$ cat src/common/aluPkg.sv
`default_nettype none

package aluPkg;

    localparam int XLEN = 32;

    typedef enum logic [3:0] {
        ALU_ADD = 4'd0,
        ALU_SUB = 4'd1,
        ALU_AND = 4'd2,
        ALU_OR  = 4'd3,
        ALU_SLT = 4'd4 // Signed compare
    } aluOpT;

endpackage

`default_nettype wire

$ cat src/common/isaPkg.sv
`default_nettype none

package isaPkg;

    // Base opcodes of the supported RV32I subset
    typedef enum logic [6:0] {
        OP_LOAD   = 7'b0000011,
        OP_STORE  = 7'b0100011,
        OP_IMM    = 7'b0010011,
        OP_OP     = 7'b0110011,
        OP_BRANCH = 7'b1100011,
        OP_JAL    = 7'b1101111,
        OP_JALR   = 7'b1100111,
        OP_AUIPC  = 7'b0010111
    } opcodeT;

    typedef enum logic [2:0] {
        IMM_I = 3'd0,
        IMM_S = 3'd1,
        IMM_B = 3'd2,
        IMM_U = 3'd3,
        IMM_J = 3'd4
    } immSrcT;

    // Writeback source
    typedef enum logic [1:0] {
        RES_ALU = 2'd0,
        RES_MEM = 2'd1,
        RES_PC4 = 2'd2
    } resultSrcT;

    localparam logic [2:0] F3_ADDSUB = 3'b000; // Also addi
    localparam logic [2:0] F3_AND    = 3'b111;
    localparam logic [2:0] F3_OR     = 3'b110;
    localparam logic [2:0] F3_SLT    = 3'b010;
    localparam logic [2:0] F3_LBU    = 3'b100;
    localparam logic [2:0] F3_SB     = 3'b000;
    localparam logic [2:0] F3_BNE    = 3'b001;

    localparam logic [6:0] F7_ADD = 7'h00;
    localparam logic [6:0] F7_SUB = 7'h20;

endpackage

`default_nettype wire

$ cat src/decode/mainDecoder.sv
`default_nettype none

module mainDecoder (
    input  isaPkg::opcodeT    op,
    input  logic [2:0]        funct3,
    output logic              regWrite,
    output logic              aluSrcA,
    output logic              aluSrcB,
    output logic              memWrite,
    output logic              jump,
    output logic              branch,
    output isaPkg::immSrcT    immSrc,
    output isaPkg::resultSrcT resultSrc
);

    import isaPkg::*;

    always_comb begin
        // Inactive unless the opcode says otherwise
        regWrite  = 1'b0;
        aluSrcA   = 1'b0;
        aluSrcB   = 1'b0;
        memWrite  = 1'b0;
        jump      = 1'b0;
        branch    = 1'b0;
        immSrc    = IMM_I;
        resultSrc = RES_ALU;

        case (op)
            OP_IMM: begin
                if (funct3 == F3_ADDSUB) begin // addi only
                    regWrite = 1'b1;
                    aluSrcB  = 1'b1;
                end
            end
            OP_OP: begin
                if (funct3 inside {F3_ADDSUB, F3_AND, F3_OR, F3_SLT}) begin
                    regWrite = 1'b1;
                end
            end
            OP_LOAD: begin
                if (funct3 == F3_LBU) begin
                    regWrite  = 1'b1;
                    aluSrcB   = 1'b1;
                    resultSrc = RES_MEM;
                end
            end
            OP_STORE: begin
                if (funct3 == F3_SB) begin
                    aluSrcB  = 1'b1;
                    memWrite = 1'b1;
                    immSrc   = IMM_S;
                end
            end
            OP_BRANCH: begin
                if (funct3 == F3_BNE) begin
                    branch = 1'b1; // Registers compared in the ALU
                    immSrc = IMM_B;
                end
            end
            OP_JAL: begin
                regWrite  = 1'b1;
                aluSrcA   = 1'b1;
                aluSrcB   = 1'b1;
                jump      = 1'b1;
                immSrc    = IMM_J;
                resultSrc = RES_PC4;
            end
            OP_JALR: begin
                regWrite  = 1'b1;
                aluSrcB   = 1'b1;
                jump      = 1'b1;
                resultSrc = RES_PC4;
            end
            OP_AUIPC: begin
                regWrite = 1'b1;
                aluSrcA  = 1'b1;
                aluSrcB  = 1'b1;
                immSrc   = IMM_U;
            end
            default: begin
                regWrite = 1'b0; // Unsupported opcodes act as no-ops
            end
        endcase
    end

endmodule

`default_nettype wire

$ cat src/decode/aluDecoder.sv
`default_nettype none

module aluDecoder (
    input  isaPkg::opcodeT op,
    input  logic [2:0]     funct3,
    input  logic [6:0]     funct7,
    output aluPkg::aluOpT  aluOp
);

    import isaPkg::*;
    import aluPkg::*;

    always_comb begin
        aluOp = ALU_ADD; // Addresses, immediates and jump targets

        if (op == OP_BRANCH) begin
            aluOp = ALU_SUB;
        end else if (op == OP_OP) begin
            case (funct3)
                F3_ADDSUB: begin
                    if (funct7 == F7_SUB) begin
                        aluOp = ALU_SUB;
                    end else begin
                        aluOp = ALU_ADD;
                    end
                end
                F3_AND:  aluOp = ALU_AND;
                F3_OR:   aluOp = ALU_OR;
                F3_SLT:  aluOp = ALU_SLT;
                default: aluOp = ALU_ADD; // Not written back anyway
            endcase
        end
    end

endmodule

`default_nettype wire

$ cat src/decode/controlUnit.sv
`default_nettype none

module controlUnit (
    input  logic [aluPkg::XLEN-1:0] instr,
    input  logic                    eq,
    output logic                    regWrite,
    output logic                    aluSrcA,
    output logic                    aluSrcB,
    output logic                    memWrite,
    output logic                    pcSrc,
    output isaPkg::immSrcT          immSrc,
    output isaPkg::resultSrcT       resultSrc,
    output aluPkg::aluOpT           aluOp
);

    import isaPkg::*;

    opcodeT     op;
    logic [2:0] funct3;
    logic [6:0] funct7;
    logic       jump;
    logic       branch;

    assign op     = opcodeT'(instr[6:0]);
    assign funct3 = instr[14:12];
    assign funct7 = instr[31:25];

    mainDecoder u_mainDecoder (
        .op        (op),
        .funct3    (funct3),
        .regWrite  (regWrite),
        .aluSrcA   (aluSrcA),
        .aluSrcB   (aluSrcB),
        .memWrite  (memWrite),
        .jump      (jump),
        .branch    (branch),
        .immSrc    (immSrc),
        .resultSrc (resultSrc)
    );

    aluDecoder u_aluDecoder (
        .op     (op),
        .funct3 (funct3),
        .funct7 (funct7),
        .aluOp  (aluOp)
    );

    assign pcSrc = jump | (branch & ~eq); // bne taken when operands differ

endmodule

`default_nettype wire

$ cat src/source/alu.sv
`default_nettype none

module alu (
    input  logic [aluPkg::XLEN-1:0] a,
    input  logic [aluPkg::XLEN-1:0] b,
    input  aluPkg::aluOpT           aluOp,
    output logic [aluPkg::XLEN-1:0] result,
    output logic                    eq
);

    import aluPkg::*;

    logic [XLEN-1:0] sum;
    logic [XLEN-1:0] diff;
    logic            lessThan;

    assign sum      = a + b;
    assign diff     = a - b;
    assign lessThan = $signed(a) < $signed(b);

    always_comb begin
        case (aluOp)
            ALU_ADD: result = sum;
            ALU_SUB: result = diff;
            ALU_AND: result = a & b;
            ALU_OR:  result = a | b;
            ALU_SLT: result = {{(XLEN-1){1'b0}}, lessThan};
            default: result = sum;
        endcase
    end

    // Operand equality does not depend on aluOp
    assign eq = (a == b);

endmodule

`default_nettype wire

$ cat src/source/regFile.sv
`default_nettype none

module regFile (
    input  logic                    clk,
    input  logic                    arstN,
    input  logic [4:0]              rs1,
    input  logic [4:0]              rs2,
    input  logic [4:0]              rd,
    input  logic                    we,
    input  logic [aluPkg::XLEN-1:0] wd,
    output logic [aluPkg::XLEN-1:0] rd1,
    output logic [aluPkg::XLEN-1:0] rd2
);

    import aluPkg::*;

    logic [XLEN-1:0] regs [1:31]; // No storage for x0

    always_ff @(posedge clk or negedge arstN) begin
        if (!arstN) begin
            for (int i = 1; i < 32; i++) begin
                regs[i] <= '0;
            end
        end else if (we && (rd != 5'd0)) begin
            regs[rd] <= wd;
        end
    end

    assign rd1 = (rs1 == 5'd0) ? '0 : regs[rs1];
    assign rd2 = (rs2 == 5'd0) ? '0 : regs[rs2];

endmodule

`default_nettype wire

$ cat src/source/immExtend.sv
`default_nettype none

module immExtend (
    input  logic [aluPkg::XLEN-1:0] instr,
    input  isaPkg::immSrcT          immSrc,
    output logic [aluPkg::XLEN-1:0] imm
);

    import aluPkg::*;
    import isaPkg::*;

    logic sign;

    assign sign = instr[31];

    always_comb begin
        case (immSrc)
            IMM_I:   imm = {{(XLEN-12){sign}}, instr[31:20]};
            IMM_S:   imm = {{(XLEN-12){sign}}, instr[31:25], instr[11:7]};
            IMM_B:   imm = {{(XLEN-12){sign}}, instr[7], instr[30:25], instr[11:8], 1'b0};
            IMM_U:   imm = {instr[31:12], 12'b0}; // Upper 20 bits
            IMM_J:   imm = {{(XLEN-20){sign}}, instr[19:12], instr[20], instr[30:21], 1'b0};
            default: imm = {{(XLEN-12){sign}}, instr[31:20]};
        endcase
    end

endmodule

`default_nettype wire

$ cat src/source/rvCore.sv
`default_nettype none

module rvCore #(
    parameter int DMEM_BYTES = 256
) (
    input  logic                    clk,
    input  logic                    arstN,
    input  logic [aluPkg::XLEN-1:0] instr,
    output logic [aluPkg::XLEN-1:0] pc,
    output logic                    memWrite,
    output logic [aluPkg::XLEN-1:0] dataAddr,
    output logic [aluPkg::XLEN-1:0] writeData
);

    import aluPkg::*;
    import isaPkg::*;

    localparam int ADDR_BITS = $clog2(DMEM_BYTES);

    logic            regWrite;
    logic            aluSrcA;
    logic            aluSrcB;
    logic            pcSrc;
    logic            eq;
    immSrcT          immSrc;
    resultSrcT       resultSrc;
    aluOpT           aluOp;
    logic [XLEN-1:0] rd1;
    logic [XLEN-1:0] rd2;
    logic [XLEN-1:0] imm;
    logic [XLEN-1:0] srcA;
    logic [XLEN-1:0] srcB;
    logic [XLEN-1:0] aluResult;
    logic [XLEN-1:0] result;
    logic [XLEN-1:0] pcPlus4;
    logic [XLEN-1:0] pcTarget;
    logic [XLEN-1:0] pcNext;
    logic [7:0]      readByte;
    logic [7:0]      dmem [DMEM_BYTES];

    controlUnit u_controlUnit (
        .instr     (instr),
        .eq        (eq),
        .regWrite  (regWrite),
        .aluSrcA   (aluSrcA),
        .aluSrcB   (aluSrcB),
        .memWrite  (memWrite),
        .pcSrc     (pcSrc),
        .immSrc    (immSrc),
        .resultSrc (resultSrc),
        .aluOp     (aluOp)
    );

    regFile u_regFile (
        .clk   (clk),
        .arstN (arstN),
        .rs1   (instr[19:15]),
        .rs2   (instr[24:20]),
        .rd    (instr[11:7]),
        .we    (regWrite),
        .wd    (result),
        .rd1   (rd1),
        .rd2   (rd2)
    );

    immExtend u_immExtend (
        .instr  (instr),
        .immSrc (immSrc),
        .imm    (imm)
    );

    assign srcA = aluSrcA ? pc : rd1;
    assign srcB = aluSrcB ? imm : rd2;

    alu u_alu (
        .a      (srcA),
        .b      (srcB),
        .aluOp  (aluOp),
        .result (aluResult),
        .eq     (eq)
    );

    assign pcPlus4  = pc + 32'd4;
    assign pcTarget = pc + imm; // Separate adder for the bne target

    // Jumps take the ALU sum with bit 0 cleared and bne takes pcTarget
    always_comb begin
        if (!pcSrc) begin
            pcNext = pcPlus4;
        end else if (aluSrcB) begin
            pcNext = {aluResult[XLEN-1:1], 1'b0};
        end else begin
            pcNext = pcTarget;
        end
    end

    always_ff @(posedge clk or negedge arstN) begin
        if (!arstN) begin
            pc <= '0;
        end else begin
            pc <= pcNext;
        end
    end

    assign dataAddr  = aluResult;
    assign writeData = rd2;
    assign readByte  = dmem[dataAddr[ADDR_BITS-1:0]];

    always_ff @(posedge clk) begin
        if (memWrite) begin
            dmem[dataAddr[ADDR_BITS-1:0]] <= writeData[7:0]; // sb low byte
        end
    end

    always_comb begin
        case (resultSrc)
            RES_ALU: result = aluResult;
            RES_MEM: result = {{(XLEN-8){1'b0}}, readByte}; // lbu zero-extends
            RES_PC4: result = pcPlus4;
            default: result = aluResult;
        endcase
    end

endmodule

`default_nettype wire

$ cat config.mk
export PLATFORM = sky130hd
export DESIGN_NAME = rvCore
export DESIGN_NICKNAME = d
export VERILOG_FILES = /design/src/common/aluPkg.sv /design/src/common/isaPkg.sv /design/src/decode/mainDecoder.sv /design/src/decode/aluDecoder.sv /design/src/decode/controlUnit.sv /design/src/source/alu.sv /design/src/source/regFile.sv /design/src/source/immExtend.sv /design/src/source/rvCore.sv
export SDC_FILE = /design/constraint.sdc
export NUM_CORES = 2
export LEC_CHECK = 0
export BUFFER_PORTS_ARGS = -buffer_cell sky130_fd_sc_hd__clkbuf_2
export CORE_AREA = 4 4 568 570
export CTS_BUF_LIST = sky130_fd_sc_hd__clkbuf_16
export CTS_CLUSTER_SIZE = 30
export DETAILED_ROUTE_END_ITERATION = 16
export DIE_AREA = 0 0 572 574
export SLEW_MARGIN = 20
export SYNTH_ARGS = -nofsm -noshare
export SYNTH_HDL_FRONTEND = slang
export SYNTH_HIERARCHICAL = 1
export SYNTH_SLANG_ARGS = --single-unit
$ cat constraint.sdc
create_clock -name clk -period 69.2 [get_ports clk]
set_input_delay 6.92 -clock clk [delete_from_list [all_inputs] [get_ports clk]]
set_output_delay 6.92 -clock clk [all_outputs]
set_load 0.05 [all_outputs]
==> metrics list <==
* Clock tree from TritonCTS: yes
* Final Critical Period: 22250 ps
- In this run, post-CTS hold repair placed 0 buffers.
- In the final routed layout, each cell accounts on average for 34.3 µm.
- Post-synth top area share: between 40% and 50%
- The detail route stage leaves a number of antenna-violating nets equal to 0.
- The worst register-to-register path begins at u_regFile/regs[391].
- Of all cell types, the one taking the most synthesized area is edfxtp_1.
- During placement, the flow inserted port buffers numbering 130.
- The most numerous cell type found on the critical path is buf_4.
- Peak Freq: 44.9 MHz
- Initial antenna violation count: 21
* CP arrival: around 15000 ps
- Global routing used roughly 27% of the available tracks across all layers.
- Die H: between 500 and 600 µm
* Number of sinks handled by clock tree synthesis: 3072
- In this run the cell area of the synthesized design comes to 0.143 mm².
- Post-CTS repair changed the size of 0 cells.
- I/O pin count: about 130
* Last weighted congestion value of the routability-driven placer: roughly 0.96
- CP Launch Point: instr[15]
- Top post-synthesis cells by area: edfxtp_1, dfrtp_1, mux4_2, mux2_2, mux2i_1
- Critical path, cell by cell: buf_8, buf_16, buf_4, buf_4, buf_4, mux4_2, mux2i_1, o22a_1, o211ai_1, mux2_2, inv_1, ha_1, nor2_1, a311oi_1, a31o_2, a211oi_1, o21ai_1, o31ai_1, xor2_1, o221ai_1, a311o_1, clkbuf_2
* Unique masters post-synth: 111
* Number of warning messages in the yosys log: 6
- The number of nets handed over by synthesis was approximately 8700.
* Power per cell area: roughly 29 mW/mm²
- Worst slew margin relative to its limit: about a fifth
* Primary flip-flop cell chosen by synthesis mapping: edfxtp_1
* Synthesized area divided by synthesized cell count: 16.7 µm²
- Category of the worst setup path capture point: output pin
* Initial Utilization: 44.9%
- In this run the static leakage power is 0.0596 µW.
* Clock slew at reported path FFs: 60 ps
* Post-synthesis sequential area ratio: 61.1%
* Critical path class: in -> out
* Clock buffer count from CTS: 335
- Peak VDD IR: 0.0264 mV
- Number of DRC markers after the initial detailed-route iteration: 10063
- In the final timing run, aggregate negative setup slack is 0 ps.
* Worst-Margin Slew: 1180 ps
- The number of endpoints with negative hold slack in the final report came to 0.
- Worst flop-to-flop path endpoint: u_regFile/regs[261]
- Using the TritonRoute via totals, the vias-per-cell ratio works out to 6.45.
* Residual DRC: 0
- Number of buffers on the longest clock path: 4
- Ratio of final minimum period to clock period: 32.2%
* Delay contributed by the slowest stage of the critical path: 810 ps
- R2R setup slack: just under 60000 ps
- Setup violations remaining at the end of the flow were counted as 0.
- STA classifies the critical path startpoint as an input port.
- The root buffer cell chosen for the clock tree is clkbuf_16.
* Unrepaired setup endpoints after global routing: false
- Most frequent cell after synthesis: edfxtp_1
* Count of TritonRoute iterations in the first routing pass: 5
* DPL Wire Length: 276 mm
- Detailed routing inserted a total of 84191 vias.
- Maximum net fanout on the critical path: 55
* Clk Latency, worst-skew pair: 970 ps
- Crit path max-delay cell type: buf_4
* Floorplan Core Area: 0.317 mm²
- Instance count of the mapped netlist: 8546
- After the last flow step, the layout net total stands at 8745.
* Growth of design area from synthesis to finish: 11.7%
- Pin count of the biggest net entering global routing: 224
* Status: finished clean
* Post-Route WL: 447 mm
* Pins over their slew limit: 0
- The critical path ends at dataAddr[28].
* Floorplan row count: a little over 200
* Synth cell count leaders: edfxtp_1, mux2_2, dfrtp_1
- The die covers 0.328 mm².
- The number of global-route vias before repair is 84955.
- On the final layout, the worst clock skew is between 90 and 100 ps.
* Worst hold margin: 519 ps
- Global-route wire length before repair: roughly 640 mm
- The worst register-to-register path has a depth of 29.
- The worst hold path begins at u_regFile/regs[392].
- The min-delay analysis places its worst path in the category reg -> reg.
- Counting flops and latches in the post-synthesis netlist gives 3072.
- CTS H-Tree Depth: 5
- Proportion of layout cells with a drive suffix above 1: 34.9%
* Post-CTS setup-driven buffer insertion count: 0
- Number of flops mapped to enable cells by yosys: 2048
- Share of flip-flops with an asynchronous set or reset: 33.3%
- After global routing the overflow that remains totals 0.
- Filler cell count in the final layout: 25951
- Number of max-cap violations: 0
* Floorplan die width: 572 µm
- For the worst setup path, the data required time is 62280 ps.
- Counting instances, the worst hold path has a depth of 1.
[worst max-delay path, delay by kind of cell]
family                     cells  cell delay (ps)
AOI/OAI and AO/OA              9             2750
and+or+nand+nor                1              250
muxes                          3             1280
adders and majority gates      1              380
buffers and inverters          7             3190
xor gates and xnor gates       1              180
[routing by layer]
layer / share of wire [%] / GRT usage [%] / vias up
met5: 0.014 / 0 / -
met4: 4.7 / 11.4 / 10
met3: 7.4 / 4.58 / 839
met2: 48 / 42.8 / 3931
met1: 40 / 36.7 / 45222
li1: - / - / 34189
[through the flow]
stage / worst slack, ps / cells / cell area [µm²] / utilization (%) / total power, µW
global placement: 47050 / 12419 / 148000 / 46.6 / 2810
CTS: 47100 / 13025 / 159000 / 50.1 / 4600
finish: 46950 / 13045 / 159000 / 50.2 / 4580
global route: 46520 / 13033 / 159000 / 50.2 / 4720
detailed placement: 47090 / 12420 / 148000 / 46.7 / 2820
floorplan: 34450 / 8546 / 143000 / - / 2540
[area by class of cell]
class | instances | area (µm²) | area share [%]
Clock buffer | 336 | 8410 | 5.28
Timing Repair Buffer | 389 | 2820 | 1.77
Multi-Input combinational cell | 4642 | 52500 | 33.0
Antenna cell | 19 | 47.5 | 0.0299
Inverter | 138 | 526 | 0.330
Sequential cell | 3072 | 87100 | 54.7
Clock inverter | 269 | 2570 | 1.61
Tap cell | 4180 | 5230 | 3.29
[cell families (layout without fill, tap and decap cells)]
logic type,after synthesis,after routing,synth area share (%)
AO/OA/AOI/OAI,962,962,4.81
adder cells (fa/ha/maj),133,133,1.18
buffers and inverters,832,1132,2.64
multiplexers,2376,2376,26.2
XOR/XNOR,50,50,0.307
other,1,20,0.00263
flip-flops,3072,3072,61.1
AND/OR/NAND/NOR,1120,1120,3.78
[cells in the final DEF, fill, tap and decap left out, drive strengths merged, types with 221 or more instances in the layout]
master | netlist | layout
clkbuf | 350 | 457
nand2 | 239 | 239
mux2i | 302 | 302
buf | 344 | 268
mux2 | 1106 | 1106
dfrtp | 1024 | 1024
edfxtp | 2048 | 2048
nor2 | 390 | 390
mux4 | 968 | 968
inv | 136 | 221
[registers in the layout, summed over array words and instances, names as in the netlist]
signal	flops
dmem	2048
pc	32
u_regFile/regs	992
[how the worst min path moves through the flow]
stage	slack (ps)	to
finish	520	u_regFile/regs[392]
global route	530	u_regFile/regs[239]
floorplan	470	u_regFile/regs[774]
CTS	520	u_regFile/regs[239]
global placement	490	u_regFile/regs[390]
detailed placement	500	u_regFile/regs[239]
[where the power goes]
group	switching (µW)	internal (µW)	total, µW	leakage (µW)
Clock	759	1020	1780	0.00562
Combinational	505	243	748	0.0213
Sequential	39.9	2000	2040	0.0327
Note: power is estimated with default switching activity, not from simulation.
